==> src/common/dcachePkg.sv <==
package dcachePkg;

  // cache geometry
  localparam int AddrWidth    = 32;
  localparam int WordWidth    = 64;
  localparam int LineWidth    = 256;
  localparam int BeatsPerLine = 4;
  localparam int SetCount     = 64;
  localparam int IndexWidth   = 6;
  localparam int OffsetWidth  = 5;
  localparam int TagWidth     = 21;
  // one word per refill beat, so this also sizes the beat counter
  localparam int WordSelWidth = 2;

  typedef struct packed {
    logic [TagWidth-1:0]    tag;
    logic [IndexWidth-1:0]  index;
    logic [OffsetWidth-1:0] offset;
  } addrFieldsT;

  // raw view for the memory ports, field view for the arrays
  typedef union packed {
    logic [AddrWidth-1:0] raw;
    addrFieldsT           field;
  } cacheAddrT;

  typedef struct packed {
    logic                   valid;
    logic                   write;
    cacheAddrT              addr;
    logic [WordWidth-1:0]   wdata;
    logic [WordWidth/8-1:0] wmask;
  } cpuReqT;

  typedef struct packed {
    logic                 valid;
    logic [AddrWidth-1:0] addr;
  } memRdReqT;

  typedef struct packed {
    logic                 ready;
    logic                 beatValid;
    logic                 beatLast;
    logic [WordWidth-1:0] beat;
  } memRdRspT;

  typedef struct packed {
    logic                 valid;
    logic [AddrWidth-1:0] addr;
    logic [LineWidth-1:0] line;
  } memWrReqT;

  typedef enum logic [2:0] {
    Idle,
    Compare,
    WriteBack,
    MissReq,
    Refill,
    Replace
  } ctrlStateT;

endpackage

==> src/logic/refillUnit.sv <==
`timescale 1ns/100ps

module refillUnit (
  input  logic                              clk,
  input  logic                              rst_n,
  input  dcachePkg::ctrlStateT              state_i,
  input  dcachePkg::cacheAddrT              lineAddr_i,
  input  logic [dcachePkg::TagWidth-1:0]    victimTag_i,
  input  logic [dcachePkg::LineWidth-1:0]   victimLine_i,
  input  dcachePkg::memRdRspT               memRdRsp_i,
  output dcachePkg::memRdReqT               memRd_o,
  output dcachePkg::memWrReqT               memWr_o,
  output logic                              refillDone_o,
  output logic [dcachePkg::LineWidth-1:0]   refillLine_o
);

  dcachePkg::cacheAddrT               rdAddr;
  dcachePkg::cacheAddrT               wbAddr;
  logic [dcachePkg::WordSelWidth-1:0] beatCnt;
  logic [dcachePkg::LineWidth-1:0]    lineBuf;
  logic                               beatEn;

  // line aligned addresses, write-back goes to the victim's own line
  always_comb begin
    rdAddr              = lineAddr_i;
    rdAddr.field.offset = '0;
    wbAddr              = lineAddr_i;
    wbAddr.field.tag    = victimTag_i;
    wbAddr.field.offset = '0;
  end

  assign memRd_o.valid = state_i == dcachePkg::MissReq;
  assign memRd_o.addr  = rdAddr.raw;
  assign memWr_o.valid = state_i == dcachePkg::WriteBack;
  assign memWr_o.addr  = wbAddr.raw;
  assign memWr_o.line  = victimLine_i;

  assign beatEn = (state_i == dcachePkg::Refill) && memRdRsp_i.beatValid;

  always_ff @(posedge clk or negedge rst_n) begin
    if (!rst_n) begin
      beatCnt <= '0;
    end else if (state_i != dcachePkg::Refill) begin
      beatCnt <= '0;
    end else if (beatEn) begin
      beatCnt <= beatCnt + 1'b1;
    end
  end

  // lowest word arrives first
  always_ff @(posedge clk) begin
    if (beatEn) begin
      lineBuf[beatCnt*dcachePkg::WordWidth +: dcachePkg::WordWidth] <= memRdRsp_i.beat;
    end
  end

  assign refillDone_o = beatEn && memRdRsp_i.beatLast;
  assign refillLine_o = lineBuf;

endmodule

==> config.mk <==
export PLATFORM = sky130hd
export DESIGN_NAME = refillUnit
export DESIGN_NICKNAME = d
export VERILOG_FILES = /design/src/common/dcachePkg.sv /design/src/logic/refillUnit.sv
export SDC_FILE = /design/constraint.sdc
export NUM_CORES = 1
export LEC_CHECK = 0
export ABC_CLOCK_PERIOD_IN_PS = 3800
export BUFFER_PORTS_ARGS = -buffer_cell sky130_fd_sc_hd__buf_2
export CORE_AREA = 2 2 369 371
export DETAILED_ROUTE_END_ITERATION = 12
export DIE_AREA = 0 0 371 373
export GPL_TIMING_DRIVEN = 0
export RECOVER_POWER = 100
export SYNTH_ARGS = -nofsm -noshare
export SYNTH_HDL_FRONTEND = slang
export SYNTH_SLANG_ARGS = --single-unit
==> constraint.sdc <==
create_clock -name clk -period 3.8 [get_ports clk]
set_input_delay 0.19 -clock clk [delete_from_list [all_inputs] [get_ports clk]]
set_output_delay 0.19 -clock clk [all_outputs]
set_load 0.03 [all_outputs]
; After elaboration in Yosys (flattened, before gate mapping)
; Cells that the tools add are included.
[classes]
addsub = 2
eq_ne = 4
shift = 2
n_mux = 3
reduce_logical = 3
[ops]
columns = op, count
row1 = 256-bit bitwise mux, 1
row2 = 64-bit by 34-bit variable shift with 256-bit output (first input constant), 1
row3 = 64-bit by 34-bit indexed part select with 256-bit output, 1
row4 = 8-bit negation with 34-bit output, 1
row5 = 3-bit by 2-bit equality test with 1-bit output (second input constant), 2
row6 = 2-bit two-way mux, 2
row7 = 3-bit equality test (second input constant), 1
row8 = 3-bit != test (second input constant), 1
row9 = 2-bit by 1-bit adder with 2-bit output (second input constant), 1
row10 = 1-bit logical AND, 2
row11 = 2-bit nonzero test, 1
[totals]
ff_bits = 258
inputBits = 381
output_inout_bits = 579

; Depth between registers and ports, before layout
[logic_depth]
depth_word = 4
depth_mapped = 9

; Worst setup path after synthesis
; Ideal clock, no wire load.
[synth_timing]
path_type = register to register
startpoint = register, netlist name beatCnt[0]
endpoint = register lineBuf (netlist bit refillLine_o[0]) (enable)
setup_ns = 0.429
arrival_time_ns = 2.653
required_time_ns = 3.371
setup_slack_ns = 0.718
path_stages_with_launch = 7
path_buffers = 3
period_less_slack_ns = 3.082
path_cell_list = dfrtp_1 > clkbuf_2 > buf_2 > inv_1 > ha_1 > buf_4 > and2_1
[synth_lines]
columns = item, line_no
row1 = "end signal, assigned by index", refillUnit.sv:53  ; lineBuf[beatCnt*dcachePkg::WordWidth +: dcachePkg::WordWidth] <= memRdRsp_i.beat;
row2 = "end, declared", refillUnit.sv:20  ; logic [dcachePkg::LineWidth-1:0] lineBuf;

; Final worst setup path
[layout_timing]
startpoint = register beatCnt[0] (netlist name)
endpoint = register lineBuf (netlist bit refillLine_o[166]), data pin
[layout_via]
elab_chain_cells = 3
elab_cells_between_ends = 4
[layout_rtl]
columns = item, line_no
row1 = "start, declared", refillUnit.sv:19  ; logic [dcachePkg::WordSelWidth-1:0] beatCnt;
row2 = "start signal, assigned", refillUnit.sv:46  ; beatCnt <= beatCnt + 1'b1;
row3 = 8-bit negation with 34-bit output *, refillUnit.sv:53
row4 = 64-bit by 34-bit indexed part select with 256-bit output / 64-bit by 34-bit variable shift with 256-bit output (equally long branches), refillUnit.sv:53
row5 = 256-bit bitwise mux *, refillUnit.sv:53
; Mark *: on every way between the ends. The rest lies on a longest branch, timed or not.
; A chain may end at the register's enable or synchronous reset.

==> Implementation_results.wiki <==
{| class="wikitable"
! Metric !! Value
|-
| Synth warn || 0
|-
| Combined flip-flop and latch cell area || 7737 sq um
|-
| Vias after detailed routing || ~9700
|-
| Period minus WS final || 3.650 ns
|-
| CTS tree || built
|-
| Detailed-routing wirelength on met1 || between 20000 and 25000 um
|-
| Highest net fanout along the worst path || 11
|-
| Synth-to-layout area growth || 51.73%
|-
| Highest metal layer with signal wires || met5
|-
| Area occupied by multi-input gates || ~1900 sq um
|-
| Ratio of final minimum period to clock period || 96.05%
|-
| Clock latency on the worst-skew pair || 0.56 ns
|-
| Wirelength, routed || 79740 um
|-
| Per-instance average area after synthesis || 13.53 sq um
|-
| Arrival time of data at the critical path endpoint || 4.04 ns
|-
| DRC violation total after the first TritonRoute iteration || 568
|-
| Clock Pin Slew Worst Setup and Hold Paths || 0.07 ns
|-
| Library cells used by synthesis || 25
|-
| Number of antenna violations at the first check in global routing || 76
|-
| Detail-routed net length per standard cell || 23.03 um
|-
| Share of the yosys chip area belonging to registers || 63.53%
|-
| Chip Width || 371 um
|-
| Setup violators final || 0
|-
| Path type of the worst min-delay path || primary input to flip-flop
|-
| RSZ-0062 raised after global routing || false
|-
| Via count of the first global-routing pass || 9457
|-
| Remaining routing DRC violations || 0
|-
| Final count of pins violating max slew || 0
|-
| First-pass iteration count of the detailed router || 5
|-
| Clock buffer count from CTS || 26
|-
| Instance count of the mapped netlist || 900
|-
| Share of cells above drive strength 1 || 27.50%
|-
| Largest net degree at the start of global routing || 54
|-
| IO Port Bufs || 639
|-
| Weighted congestion at the end of routability-driven global placement || 0.9805
|-
| Outcome || finished clean
|-
| Power per standard cell area || 368.6 nW/um^2
|-
| Clock root buffer master || clkbuf_16
|-
| Placeable core region || 134600 sq um
|-
| Worst max-slew margin expressed relative to the limit || 3.624%
|-
| Kind of launch point of the worst setup path || flip-flop
|-
| Setup Slack @ Placement || about 0.018 ns
|-
| Number of primary I/O pins || 960
|-
| Cell area after technology mapping || 12180 sq um
|-
| CTS Sinks || between 200 and 300
|-
| # Post-CTS Setup Buffers || 0
|-
| Die height || 373 um
|-
| VDD IR max || between 0.0002 and 0.00025 V
|-
| Detail Route met2 WL || between 40000 and 50000 um
|-
| Global-route wire length before repair || 98660 um
|-
| Maximum buffer depth of the clock tree || 3
|-
| Die footprint || 138400 sq um
|-
| Maximum Capacitance Violations || 0
|-
| Upper clock frequency limit || 274.0 MHz
|-
| Routed length on met3 || 10520 um
|-
| Worst endpoint required time || 4.19 ns
|-
| Actual transition at the worst max-transition pin || roughly 1.4 ns
|-
| Hold violation count in the final report || 0
|-
| Via/cell ratio || 2.794
|-
| Overall global routing resource usage || 10.91%
|-
| Initial Utilization || 9.047%
|-
| Number of core rows || 135
|-
| H-Tree Level Count || 1
|-
| Cell leakage power || between 6 and 7 nW
|-
| Flops & latches, synth || 258
|-
| Fill count || 15350
|-
| Net count, final || 2029
|-
| Core occupancy in the finished layout || a little over an eighth
|-
| Congestion Overflow GR || 0
|-
| Crit Path Category || flip-flop to flip-flop
|-
| Setup slack after layout || roughly 0.15 ns
|-
| Routed Antenna Nets || 0
|-
| Endpoint type of the worst setup path || flip-flop
|-
| Detail Placement HPWL || 70010 um
|-
| Clk_skew || about 0.013 ns
|}
[layer usage]
metal | GRT usage [%] | up-vias
li1 | - | 4199
met5 | 0 | -
met3 | 5.783 | 178
met2 | 21.03 | 749
met1 | 9.243 | 4523
met4 | 3.980 | 26
[what timing repair did]
| action | CTS | global route |
|---|---|---|
| resized for setup | 0 | 0 |
| hold buffers | 63 | 0 |
| hold endpoints to repair | 205 | 0 |
[sequential cells by signal, indices dropped and copies added, names as in the netlist]
| name | flops |
|---|---|
| refillLine_o | 256 |
| beatCnt | 2 |
[layout make-up]
type,count,area share [%]
Sequential cell,258,41.87
Inverter,2,0.04063
Buffer,350,13.75
Timing Repair Buffer,706,17.12
Tap cell,1781,12.06
Clock buffer,31,3.738
Antenna cell,20,0.2708
Multi-Input combinational cell,299,10.40
Clock inverter,16,0.7583
[cell families (layout without fill, tap and decap cells)]
family,count (synthesis),in the layout,share of synthesized area [%]
buf+inv,352,1105,20.97
simple gates,282,282,14.80
flops,258,258,63.53
fa+ha+maj,5,5,0.5137
other cells,1,30,0.03079
xor+xnor,1,1,0.07193
mux,1,1,0.08219
[power breakdown]
part	switching [W]	internal (W)
Combinational	0.000757	0.000386
Sequential	0.00000449	0.00312
Clock	0.00116	0.00139
[path summary, 6_finish.rpt]
| kind | start | to | slack (ns) | cells after the start |
|---|---|---|---|---|
| setup / recovery | beatCnt[0] | refillLine_o[166] | 0.15 | 8 |
| hold / removal | memRdRsp_i[60] | refillLine_o[188] | 0.01 | 2 |
| setup reg to reg | beatCnt[0] | refillLine_o[166] | 0.15 | 8 |
| hold reg to reg | beatCnt[1] | beatCnt[1] | 0.60 | 2 |
| max in group asynchronous | rst_n | beatCnt[1] | 3.12 | 3 |
| min in group asynchronous | rst_n | beatCnt[0] | 0.55 | 3 |
[critical path, stage by stage (launching register included)]
cell,delay [ns]
dfrtp_1,0.39
clkbuf_2,0.26
buf_2,0.34
inv_1,0.14
ha_1,0.29
buf_2,0.24
nor4b_4,1.08
clkbuf_2,0.45
and2_0,0.25
[synth_stat cells]
master / number / share of area (%)
and3b_1: 1 / 0.072
xnor2_1: 1 / 0.072
mux2i_1: 1 / 0.082
conb_1: 1 / 0.031
clkbuf_2: 12 / 0.49
dfrtp_1: 2 / 0.41
nor2_1: 11 / 0.34
and2_2: 4 / 0.25
nor3b_1: 2 / 0.12
edfxtp_1: 256 / 63
and2b_1: 1 / 0.062
nand2b_1: 5 / 0.26
and3_1: 31 / 1.6
and4bb_2: 3 / 0.31
ha_1: 5 / 0.51
buf_4: 323 / 20
buf_2: 4 / 0.16
and2_1: 214 / 11
inv_1: 2 / 0.062
nor2b_1: 1 / 0.051
clkbuf_1: 11 / 0.34
nor4b_4: 2 / 0.39
nor3_1: 4 / 0.16
nand3b_1: 1 / 0.062
or3b_2: 2 / 0.14
[placed cells by master, fill, tap and decap left out, types with 4 or more instances in the layout]
master / n
nor2_1: 11
diode_2: 20
and2_1: 100
nor3_1: 4
nand2b_1: 5
buf_4: 322
ha_1: 5
clkbuf_1: 588
buf_2: 73
clkinv_1: 5
clkbuf_16: 27
edfxtp_1: 256
and2_2: 4
clkbuf_2: 11
and3_1: 31
inv_6: 4
conb_1: 10
dlygate4sd3_1: 63
and2_0: 114
[through the flow]
step	total power, W	instance area (sq um)	hold slack, ns	instances	setup TNS, ns
CTS	0.006979	19220	0.007728	3443	0
global placement	0.004347	17640	-0.02451	3329	-118.99
detailed placement	0.004345	17760	-0.02229	3333	0
global route	0.007086	18460	0.02150	3456	0
floorplan	0.003920	12210	-0.1056	909	0
finish	0.006811	18480	0.01419	3463	0
Note: power is estimated with default switching activity, not from simulation.
