<file path="src/common/dcachePkg.sv">
package dcachePkg;

  // cache geometry
  localparam int AddrWidth    = 32;
  localparam int WordWidth    = 64;
  localparam int LineWidth    = 256;
  localparam int BeatsPerLine = 4;
  localparam int SetCount     = 64;
  localparam int IndexWidth   = 6;
  localparam int OffsetWidth  = 5;
  localparam int TagWidth     = 21;
  // one word per refill beat, so this also sizes the beat counter
  localparam int WordSelWidth = 2;

  typedef struct packed {
    logic [TagWidth-1:0]    tag;
    logic [IndexWidth-1:0]  index;
    logic [OffsetWidth-1:0] offset;
  } addrFieldsT;

  // raw view for the memory ports, field view for the arrays
  typedef union packed {
    logic [AddrWidth-1:0] raw;
    addrFieldsT           field;
  } cacheAddrT;

  typedef struct packed {
    logic                   valid;
    logic                   write;
    cacheAddrT              addr;
    logic [WordWidth-1:0]   wdata;
    logic [WordWidth/8-1:0] wmask;
  } cpuReqT;

  typedef struct packed {
    logic                 valid;
    logic [AddrWidth-1:0] addr;
  } memRdReqT;

  typedef struct packed {
    logic                 ready;
    logic                 beatValid;
    logic                 beatLast;
    logic [WordWidth-1:0] beat;
  } memRdRspT;

  typedef struct packed {
    logic                 valid;
    logic [AddrWidth-1:0] addr;
    logic [LineWidth-1:0] line;
  } memWrReqT;

  typedef enum logic [2:0] {
    Idle,
    Compare,
    WriteBack,
    MissReq,
    Refill,
    Replace
  } ctrlStateT;

endpackage

</file>
<file path="src/dcache/dcacheCtrl.sv">
`timescale 1ns/100ps

module dcacheCtrl (
  input  logic                 clk,
  input  logic                 rst_n,
  input  dcachePkg::cpuReqT    cpuReq_i,
  output logic                 addrOk_o,
  output logic                 dataOk_o,
  input  logic [1:0]           wayHit_i,
  input  logic                 victimDirty_i,
  input  logic                 refillDone_i,
  input  logic                 memRdAccept_i,
  input  logic                 memWrReady_i,
  output dcachePkg::ctrlStateT state_o,
  output dcachePkg::cpuReqT    reqLatch_o,
  output logic                 victimWay_o,
  output logic [1:0]           wayWrEn_o
);

  dcachePkg::ctrlStateT curState;
  dcachePkg::ctrlStateT nextState;
  logic                 cacheHit;
  logic                 inCompare;
  logic                 accept;
  logic                 victimToggle;
  logic                 victimLatch;

  assign inCompare = curState == dcachePkg::Compare;
  assign cacheHit  = |wayHit_i;

  // new requests only when idle or when the current one hits
  assign addrOk_o = (curState == dcachePkg::Idle) || (inCompare && cacheHit);
  assign dataOk_o = inCompare && cacheHit;
  assign accept   = cpuReq_i.valid && addrOk_o;

  always_ff @(posedge clk or negedge rst_n) begin
    if (!rst_n) begin
      curState <= dcachePkg::Idle;
    end else begin
      curState <= nextState;
    end
  end

  always_comb begin
    nextState = curState;
    case (curState)
      dcachePkg::Idle: begin
        if (accept) begin
          nextState = dcachePkg::Compare;
        end
      end
      dcachePkg::Compare: begin
        if (cacheHit) begin
          nextState = accept ? dcachePkg::Compare : dcachePkg::Idle;
        end else if (victimDirty_i) begin
          nextState = dcachePkg::WriteBack;
        end else begin
          nextState = dcachePkg::MissReq;
        end
      end
      dcachePkg::WriteBack: begin
        if (memWrReady_i) begin
          nextState = dcachePkg::MissReq;
        end
      end
      dcachePkg::MissReq: begin
        if (memRdAccept_i) begin
          nextState = dcachePkg::Refill;
        end
      end
      dcachePkg::Refill: begin
        if (refillDone_i) begin
          nextState = dcachePkg::Replace;
        end
      end
      // line is in place, so the retried compare hits
      dcachePkg::Replace: begin
        nextState = dcachePkg::Compare;
      end
      default: begin
        nextState = dcachePkg::Idle;
      end
    endcase
  end

  always_ff @(posedge clk or negedge rst_n) begin
    if (!rst_n) begin
      reqLatch_o <= '0;
    end else if (accept) begin
      reqLatch_o <= cpuReq_i;
    end
  end

  // round robin victim, frozen for the rest of the miss
  always_ff @(posedge clk or negedge rst_n) begin
    if (!rst_n) begin
      victimToggle <= 1'b0;
      victimLatch  <= 1'b0;
    end else if (inCompare && !cacheHit) begin
      victimToggle <= ~victimToggle;
      victimLatch  <= victimToggle;
    end
  end

  assign victimWay_o = inCompare ? victimToggle : victimLatch;

  always_comb begin
    wayWrEn_o = 2'b00;
    if (curState == dcachePkg::Replace) begin
      wayWrEn_o[victimLatch] = 1'b1;
    end else if (inCompare && cacheHit && reqLatch_o.write) begin
      wayWrEn_o = wayHit_i;
    end
  end

  assign state_o = curState;

endmodule

</file>
<file path="config.mk">
export PLATFORM = sky130hd
export DESIGN_NAME = dcacheCtrl
export DESIGN_NICKNAME = d
export VERILOG_FILES = /design/src/common/dcachePkg.sv /design/src/dcache/dcacheCtrl.sv
export SDC_FILE = /design/constraint.sdc
export NUM_CORES = 1
export LEC_CHECK = 0
export BUFFER_PORTS_ARGS = -buffer_cell sky130_fd_sc_hd__buf_2
export CAP_MARGIN = 40
export CORE_AREA = 2 2 88 154
export DETAILED_ROUTE_END_ITERATION = 6
export DIE_AREA = 0 0 90 156
export GPL_TIMING_DRIVEN = 0
export SYNTH_ARGS = -nofsm -noshare
export SYNTH_HDL_FRONTEND = slang
export SYNTH_SLANG_ARGS = --single-unit
</file>
<file path="constraint.sdc">
create_clock -name clk -period 2 [get_ports clk]
set_clock_uncertainty 0.1 [all_clocks]
set_input_delay 0.1 -clock clk [delete_from_list [all_inputs] [get_ports clk]]
set_output_delay 0.1 -clock clk [all_outputs]
set_load 0.03 [all_outputs]
</file>
# == Word level (Yosys, flattened, before mapping) ==
# Index checks and enable logic that the tools add are counted.
# W data, S select, Z words.
# totals
in_bits,114
latchBits,0
reg_bits,111
mem_count,0
ram_bits,0
romBits,0
word_cells,43
out_inout_bits,114
# op_classes
n_reduce_logical,10
magnitude_cmp,2
n_addsub,0
muxes,13
shifts,0
bitwise_logic,1
multipliers,0
n_eq_ne,9
div_mod_pow,0
# ops
cell,count
$pmux W3 S6,1
$mux W3,4
$ne A2 B2 Y1 const B,4
$eq A3 B2 Y1 const B,2
$eq A3 B3 Y1 const B,2
$mux W2,3
$logic_and A1 B1 Y1,5
$mux W1,4
$reduce_and A4 Y1,1
$eq A3 B1 Y1 const B,1
$logic_not A3 Y1,1
$lt A1 B2 Y1 const B,1
$reduce_or A2 Y1,1
$demux W1 S1,1
$ge A1 B1 Y1 const B,1
$logic_not A1 Y1,1
$logic_or A1 B1 Y1,1
$not A1 Y1,1

# == Longest topological paths before layout ==
# Gate-level depths: netlist of the first run.
# logic_depth
ltp_word,7
mapped_depth,6
mapped_depth_nobuf,3

# == Worst setup path after synthesis of the first run ==
# OpenSTA, ideal clock, no wires.
# synth_path
kind,register to register
from,register curState[0] (netlist: state_o[0])
to,register reqLatch_o[30] (netlist name)
setup_time_ns,0.125
period_less_slack_ns,1.970
arrival_time_ns,1.745
stages_incl_launch_ff,7
setup_slack_ns,0.030
n_path_buf,4
cell_sequence,dfrtp_1 > clkbuf_1 > a2111o_1 > buf_2 > buf_6 > buf_6 > mux2_4
# synth_via
elab_chain_len,4
word_cells_on_any_way,5
classes_between,1 x eq/ne; 4 x reduce/logical
# synth_rtl
element,line,rtl
"start, declared",dcacheCtrl.sv:20,dcachePkg::ctrlStateT curState;
"start signal, assigned",dcacheCtrl.sv:38,curState <= dcachePkg::Idle;
"start signal, assigned",dcacheCtrl.sv:40,curState <= nextState;
$eq A3 B1 Y1,dcacheCtrl.sv:28,assign inCompare = curState == dcachePkg::Compare;
$logic_and A1 B1 Y1,dcacheCtrl.sv:32,assign addrOk_o = (curState == dcachePkg::Idle) || (inCompare && cacheHit);
$logic_or A1 B1 Y1 (*),dcacheCtrl.sv:32,
$logic_and A1 B1 Y1 (*),dcacheCtrl.sv:34,assign accept = cpuReq_i.valid && addrOk_o;
"end signal, assigned",dcacheCtrl.sv:90,reqLatch_o <= cpuReq_i;
"end, declared",dcacheCtrl.sv:15,"output dcachePkg::cpuReqT reqLatch_o,"
# Every way passes the cells marked *; elsewhere a longest branch is shown, timed or not.
# A chain may end at the register's enable or synchronous reset.

# == Worst setup path in the final report of the first run ==
# layout_path
from,register curState[2] (netlist: state_o[2])
to,output port victimWay_o
# layout_via
elab_chain_len,2
# layout_rtl
element,line,rtl
$eq A3 B1 Y1,dcacheCtrl.sv:28,
$mux W1,dcacheCtrl.sv:105,assign victimWay_o = inCompare ? victimToggle : victimLatch;
"end, declared",dcacheCtrl.sv:16,"output logic victimWay_o,"
# No other way between the ends.

==> impl_metrics.tcl, run 1 <==
set metrics [dict create \
    status "complete, no violations" \
    tightest_slew_ns 0.787 \
    numCtsBuffers 9 \
    worst_ep_required_time_ns 1.80 \
    area_growth_pct 62.3 \
    power.density_mw_per_mm2 1700 \
    critPathBufInv 2 \
    drive_gt1_share_pct 60.3 \
    grt_pass1_wl_mm 19.4 \
    clock-sinks 111 \
    syn_area_mm2 0.00442 \
    rsz0062_at_grt "false" \
    path_max_fanout 10 \
    rr_endpoint "reqLatch_o[61]" \
    rr_worst_depth 5 \
    syn_area_per_cell_um2 16.8 \
    hold_depth 3 \
    num_antenna_cells 0 \
    fill_cells 1087 \
    cp_top_family "flip-flops" \
    crit_type "reg -> out" \
    antenna_found_initial 0 \
    r2r_start "state_o[1]" \
    ant_nets 0 \
    irDropWorstVdd_mv 0.789 \
    cts_tree "yes" \
    clk_pin_slew_worst_paths_ns 0.07 \
    synth_cell_types 27 \
    maxSlewHeadroom_pct 47.5 \
    hp-start "victimDirty_i" \
    gp_congestion 0.755 \
    slew_viol_final 0 \
    critPathLaunchType "flip-flop" \
    drcViolationCount 0 \
    post_drt_wl_per_cell_um 15.5 \
    synth_seq_cells 111 \
    first_pass_iters 6 \
    whs_endpoint "state_o[0]" \
    insertion_delay_ns 0.34 \
    drv_cap 0 \
    die-area_mm2 0.0140 \
    grt_max_degree 61 \
    hpwl_mm 8.19 \
    grt_pass1_vias 3922 \
    cts_buffer_depth 2 \
    vias 3522 \
    finalCritPeriodShare_pct 95.5 \
    ys_warn_count 0 \
    drtIter0Drc 74 \
    grt.overflow.total 0 \
    fin_nets 721 \
    ff2ff_setup_slack_ns 0.11 \
    std_cell_rows 55 \
    cts_max_level 3 \
    track_usage_pct 17.3 \
    io_buffers 227 \
    synth_cells 263 \
    slowest_stage "dfrtp_1" \
    layout_min_cycle_time_ns 1.91 \
    syn-num-nets 377 \
    total_leakage_power_nw 3.54 \
    critPathArrivalTime_ns 1.71 \
    clock-root-buffer "clkbuf_16" \
    hold_class "in -> reg" \
    max_stage_delay_ns 0.43 \
    hold_violations 0 \
    vias_per_cell 4.50 \
    io_pins 228 \
    path_cells "clkbuf_2 > nor3b_2 > mux2_2 > buf_2" \
    fin_util_pct 56.1 \
    fmax_mhz 524 \
    setup_viol 0 \
    initial_core_util_pct 34.5 \
    routed_wl_mm 12.2 \
    yosysSeqAreaShare_pct 62.8 \
    end_kind "output port" \
    hold_slack_ns 0.0849 \
    core_mm2 0.0128 \
    die_w_um 90 \
    die_h_um 156 \
]
## state kept, by name (all words and copies together) (netlist names)
signal	cells
victimLatch	1
state_o	3
victimToggle	1
reqLatch_o	106
## repair_timing
action | 4_1_cts | 5_1_grt
hold endpoints to repair | 166 | 0
setup buffers | 0 | 0
hold buffers | 107 | 0
resized for setup | 1 | 4
endpoints found under the setup margin | 12 | 92
## cell type report
class,instances,area [um2],area share (%)
sequential,111,2780,38.7
timing repair buffer,335,2240,31.2
multi-input combinational,135,1540,21.4
clock buffer,10,229,3.19
tap,171,214,2.98
buffer,13,96.3,1.34
clock inverter,6,75.1,1.05
inverter,2,7.51,0.105
## through the flow
| step | TNS, ns | power, W | worst slack (ns) | area (um2) | instances |
|---|---|---|---|---|---|
| after global routing | 0 | 0.0129 | 0.00204 | 7180 | 783 |
| after CTS | 0 | 0.0123 | 0.00466 | 7180 | 784 |
| final | 0 | 0.0122 | 0.0898 | 7180 | 783 |
| after global placement | -57.86 | 0.0101 | -0.532 | 5770 | 661 |
| after detailed placement | 0 | 0.0103 | 0.00912 | 5800 | 662 |
| after floorplan | 0 | 0.00841 | 0.0298 | 4420 | 263 |
## worst max path at each step
stage,from,end,slack [ns],depth (start not counted)
final,state_o[2],victimWay_o,0.09,4
after CTS,state_o[0],reqLatch_o[61],0.005,6
after floorplan,state_o[0],reqLatch_o[30],0.03,6
after global routing,state_o[2],victimWay_o,0.002,4
after global placement,rst_n,reqLatch_o[104],-0.53,1
after detailed placement,state_o[1],reqLatch_o[45],0.009,6
## layer usage
metal / vias up / wire [um] / global-route usage [%]
met2: 130 / 6890 / 32.9
met5: - / 0 / 0
met1: 1760 / 4280 / 17.9
li1: 1605 / - / -
met3: 27 / 567 / 3.62
met4: 0 / 424 / 8.21
## worst register-to-register path, cell delays in order, from the launching register on
cell and delay (ns):
dfrtp_2 0.48, a2111o_1 0.35, buf_2 0.19, buf_6 0.17, buf_6 0.16, mux2_4 0.32
## cell families after synthesis
family	count (synthesis)	share of synthesized area, %
AO/OA/AOI/OAI	9	1.61
AND/OR/NAND/NOR	17	2.07
XOR/XNOR	1	0.198
flip-flops	111	62.8
multiplexers	108	30.8
buffers and inverters	17	2.49
## Yosys cell counts
cell,instances,area [um2]
nor2b_1,1,6.26
o21ai_0,2,10.0
and2_1,1,6.26
nor3b_1,1,7.51
nor4_1,1,6.26
nand3_1,1,5.00
dfrtp_1,111,2780
o221a_2,1,11.3
nor3_1,2,10.0
buf_6,5,56.3
nand2b_1,2,12.5
o31a_1,1,8.76
nand2_1,4,15.0
nand3b_1,1,7.51
xnor2_1,1,8.76
inv_1,2,7.51
o31ai_1,1,7.51
or4_1,1,7.51
a2111o_1,1,11.3
mux2_2,69,777
a211oi_1,1,7.51
buf_2,7,35.0
o21ba_2,1,10.0
clkbuf_1,3,11.3
a21oi_1,1,5.00
mux2_4,39,586
nor2_1,2,7.51
## layout by cell type, fill, tap and decap left out
cell type / Yosys / layout
a2111o_1: 1 / 1
a211oi_1: 1 / 1
a21oi_1: 1 / 1
and2_1: 1 / 1
buf_16: 0 / 1
buf_2: 7 / 233
buf_4: 0 / 1
buf_6: 5 / 5
bufinv_16: 0 / 1
clkbuf_1: 3 / 1
clkbuf_16: 0 / 9
clkbuf_2: 0 / 1
clkinvlp_4: 0 / 1
dfrtp_1: 111 / 109
dfrtp_2: 0 / 2
dlygate4sd3_1: 0 / 107
inv_1: 2 / 2
inv_6: 0 / 3
inv_8: 0 / 1
mux2_2: 69 / 69
mux2_4: 39 / 39
nand2_1: 4 / 4
nand2b_1: 2 / 2
nand3_1: 1 / 1
nand3b_1: 1 / 1
nor2_1: 2 / 2
nor2b_1: 1 / 1
nor3_1: 2 / 2
nor3b_2: 0 / 1
nor4_1: 1 / 1
o21ai_0: 2 / 2
o21ba_2: 1 / 1
o221a_2: 1 / 1
o31a_1: 1 / 1
o31ai_1: 1 / 1
or4_1: 1 / 1
xnor2_1: 1 / 1
## report_power, final
| group | switching (W) | total, W | leakage (nW) | internal [W] |
|---|---|---|---|---|
| clock | 0.000833 | 0.00183 | 0.146 | 0.000996 |
| combinational | 0.00385 | 0.00640 | 2.10 | 0.00255 |
| sequential | 0.000621 | 0.00401 | 1.29 | 0.00339 |
Note: power is estimated with default switching activity, not from simulation.
==> run 2: changes to the inputs <==
- ABC_AREA: unset -> 1
- CORE_AREA: 2 2 88 154 -> 2 2 79 138
- DIE_AREA: 0 0 90 156 -> 0 0 81 140
- GPL_ROUTABILITY_DRIVEN: unset -> 0
- PLACE_DENSITY: unset -> 0.77
==> run 2 against run 1 <==
Effect of this change: wire length rose by 23%; design area up 0.42%; final cell count up 27%; worst setup slack improved by 0.024 ns; die area is 19% lower; power fell by 1.5%; register-to-register slack is essentially flat; combinational power rose by 1%; core utilization grew 15 points; global-route usage is 9.0 points higher; largest cell class unchanged.
==> impl_metrics.tcl, run 2 <==
set metrics [dict create \
    status "complete, no violations" \
    area_growth_pct 60.7 \
    yosysSeqAreaShare_pct 61.9 \
    synth_cell_types 18 \
    drv_cap 0 \
    dpl-instance-area_mm2 0.00581 \
    worst_ep_required_time_ns 2.12 \
    initial_core_util_pct 44.1 \
    grt_max_degree 72 \
    largest_reg_flops 106 \
    critPathBufInv 4 \
    async_flop_share_pct 100 \
    fin_util_pct 70.8 \
    io_buffers 226 \
    clk_pin_slew_worst_paths_ns 0.07 \
    path_cells "inv_4 > nand3_4 > o21ai_4 > buf_12 > nand2_2 > buf_6 > buf_2 > nand2_1 > nand2_1" \
    critPathLaunchType "flip-flop" \
    cts_tree "yes" \
    fill_cells 748 \
    irDropWorstVdd_mv 0.956 \
    hold_class "in -> reg" \
    drtIter0Drc 286 \
    rsz0062_at_grt "false" \
    insertion_delay_ns 0.33 \
    sw_frac_of_total_pct 50.0 \
    path_max_fanout 10 \
    synth_top_area_share_pct 61.9 \
    synth_cells 513 \
    seqPwrFrac_pct 32.8 \
    p_comb_share_pct 53.7 \
    post_drt_wl_per_cell_um 15.1 \
    vias_per_cell 5.04 \
    cts_max_level 3 \
    fin_nets 975 \
    fmax_mhz 530 \
    slew_viol_final 0 \
    io_pins 228 \
    synth.most_common_cell "nand2_1" \
    std_cell_rows 49 \
    crit_type "reg -> reg" \
    ys_warn_count 0 \
    hpwl_mm 9.61 \
    yosys.area.top_type "dfrtp_1" \
    final_common_cell "buf_2" \
    clock-root-buffer "clkbuf_16" \
    regMostFlops "reqLatch_o" \
    syn_area_mm2 0.00449 \
    routed_wl_mm 15.0 \
    track_usage_pct 26.2 \
    hold_violations 0 \
    pwr-share-clk_pct 13.5 \
    maxSlewHeadroom_pct 60.4 \
    seqCellArea_mm2 0.00278 \
    end_kind "flip-flop" \
    tns_ns 0 \
    power.density_mw_per_mm2 1670 \
    ys.flop_type "dfrtp_1" \
    cp_top_family "buffers and inverters" \
    syn_area_per_cell_um2 8.74 \
    core_mm2 0.0102 \
    die-area_mm2 0.0113 \
    ant_nets 0 \
    first_pass_iters 5 \
    vias 4994 \
    finalCritPeriodShare_pct 94.3 \
    grt_pass1_wl_mm 23.3 \
    grt.overflow.total 0 \
    antenna_found_initial 0 \
    numCtsBuffers 9 \
    synth_seq_cells 111 \
    p_total_w 0.0121 \
    die_h_um 140 \
    total_leakage_power_nw 4.04 \
    p_int_w 0.00603 \
    final_cell_mix "buf_2 (234), nand2_1 (225), nand3_1 (111)" \
    die_w_um 81 \
    grt_pass1_vias 5036 \
    layout_min_cycle_time_ns 1.89 \
    critPathArrivalTime_ns 2.01 \
    critPathMostFrequentCell "nand2_1" \
    slowest_stage "dfrtp_2" \
    cts_buffer_depth 2 \
    synth_edf_count 0 \
    multi_input_area_mm2 0.00154 \
    drive_gt1_share_pct 31.3 \
    hold_slack_ns 0.0959 \
    max_stage_delay_ns 0.47 \
    syn-num-nets 627 \
    clock-sinks 111 \
    tightest_slew_ns 0.595 \
    drcViolationCount 0 \
    p_sw_w 0.00602 \
    setup_viol 0 \
    num_antenna_cells 0 \
    synth_area_leaders "dfrtp_1 (62%), nand2_1 (19%), nand3_1 (12%)" \
    finish.instance_area_mm2 0.00721 \
    ys_top_cells_by_count "nand2_1 (225), dfrtp_1 (111), nand3_1 (111)" \
]
[run 2: cell count changes after synthesis, moves of 9 or more]
cell      before  now
nand2_1        4  225
mux2_4        39    0
inv_1          2   11
mux2_2        69    0
nand3_1        1  111
clkbuf_1       3   24
[run 2: final timing paths]
path,slack [ns],cells after the start,endpoint,start
setup / recovery,0.11,9,reqLatch_o[44],state_o[2]
hold / removal,0.1,4,victimToggle,wayHit_i[0]
setup reg to reg,0.11,9,reqLatch_o[44],state_o[2]
hold reg to reg,0.37,2,reqLatch_o[20],reqLatch_o[20]
max in group asynchronous,0.88,3,reqLatch_o[18],rst_n
min in group asynchronous,0.18,2,reqLatch_o[55],rst_n
[run 2: through the flow]
stage / cells / setup slack, ns
2_1_floorplan: 513 / 0.0990
3_3_place_gp: 866 / -0.471
3_5_place_dp: 867 / -0.0739
4_1_cts: 991 / 0.00789
5_1_grt: 991 / 0.00105
6_report: 991 / 0.114
[run 2: power groups by stage]
stage | Clock [W] | Combinational (W) | Sequential [W]
5_1_grt | 0.00175 | 0.00698 | 0.00406
3_5_place_dp | 0 | 0.00609 | 0.00393
3_3_place_gp | 0 | 0.00593 | 0.00389
6_report | 0.00162 | 0.00648 | 0.00396
2_1_floorplan | 0 | 0.00203 | 0.00601
4_1_cts | 0.00166 | 0.00636 | 0.00390
[run 2: per-layer routing]
| layer | vias up | wire length (um) | global-route usage, % |
|---|---|---|---|
| met3 | 47 | 1030 | 4.96 |
| met1 | 2370 | 5220 | 28.2 |
| met2 | 245 | 8230 | 48.0 |
| met4 | 0 | 508 | 12.0 |
| met5 | - | 0 | 0 |
| li1 | 2332 | - | - |
[run 2: worst min-delay path, stage by stage]
cell,delay (ns)
buf_2,0.09
nor2_1,0.10
nand2_1,0.13
xor2_1,0.07
[run 2: kinds of logic after synthesis]
| family | synth area share, % |
|---|---|
| AND/OR/NAND/NOR | 32.3 |
| AO/OA/AOI/OAI | 1.48 |
| XOR/XNOR | 0.195 |
| buffers and inverters | 4.13 |
| flip-flops | 61.9 |
[run 2: final cells by class]
class / count / share of cell area (%)
Buffer: 34 / 2.15
Clock buffer: 9 / 3.12
Clock inverter: 5 / 0.503
Inverter: 12 / 0.660
Multi-Input combinational cell: 356 / 21.3
Sequential cell: 111 / 38.6
Tap cell: 127 / 2.20
Timing Repair Buffer: 337 / 31.5
[run 2: what timing repair did]
action / CTS / global route
buffers inserted: 2 / 0
endpoints found under the setup margin: 45 / 98
resized for setup: 4 / 17
cloned: 0 / 0
hold buffers: 108 / 0
hold endpoints to repair: 147 / 0
pin swaps: 1 / 1
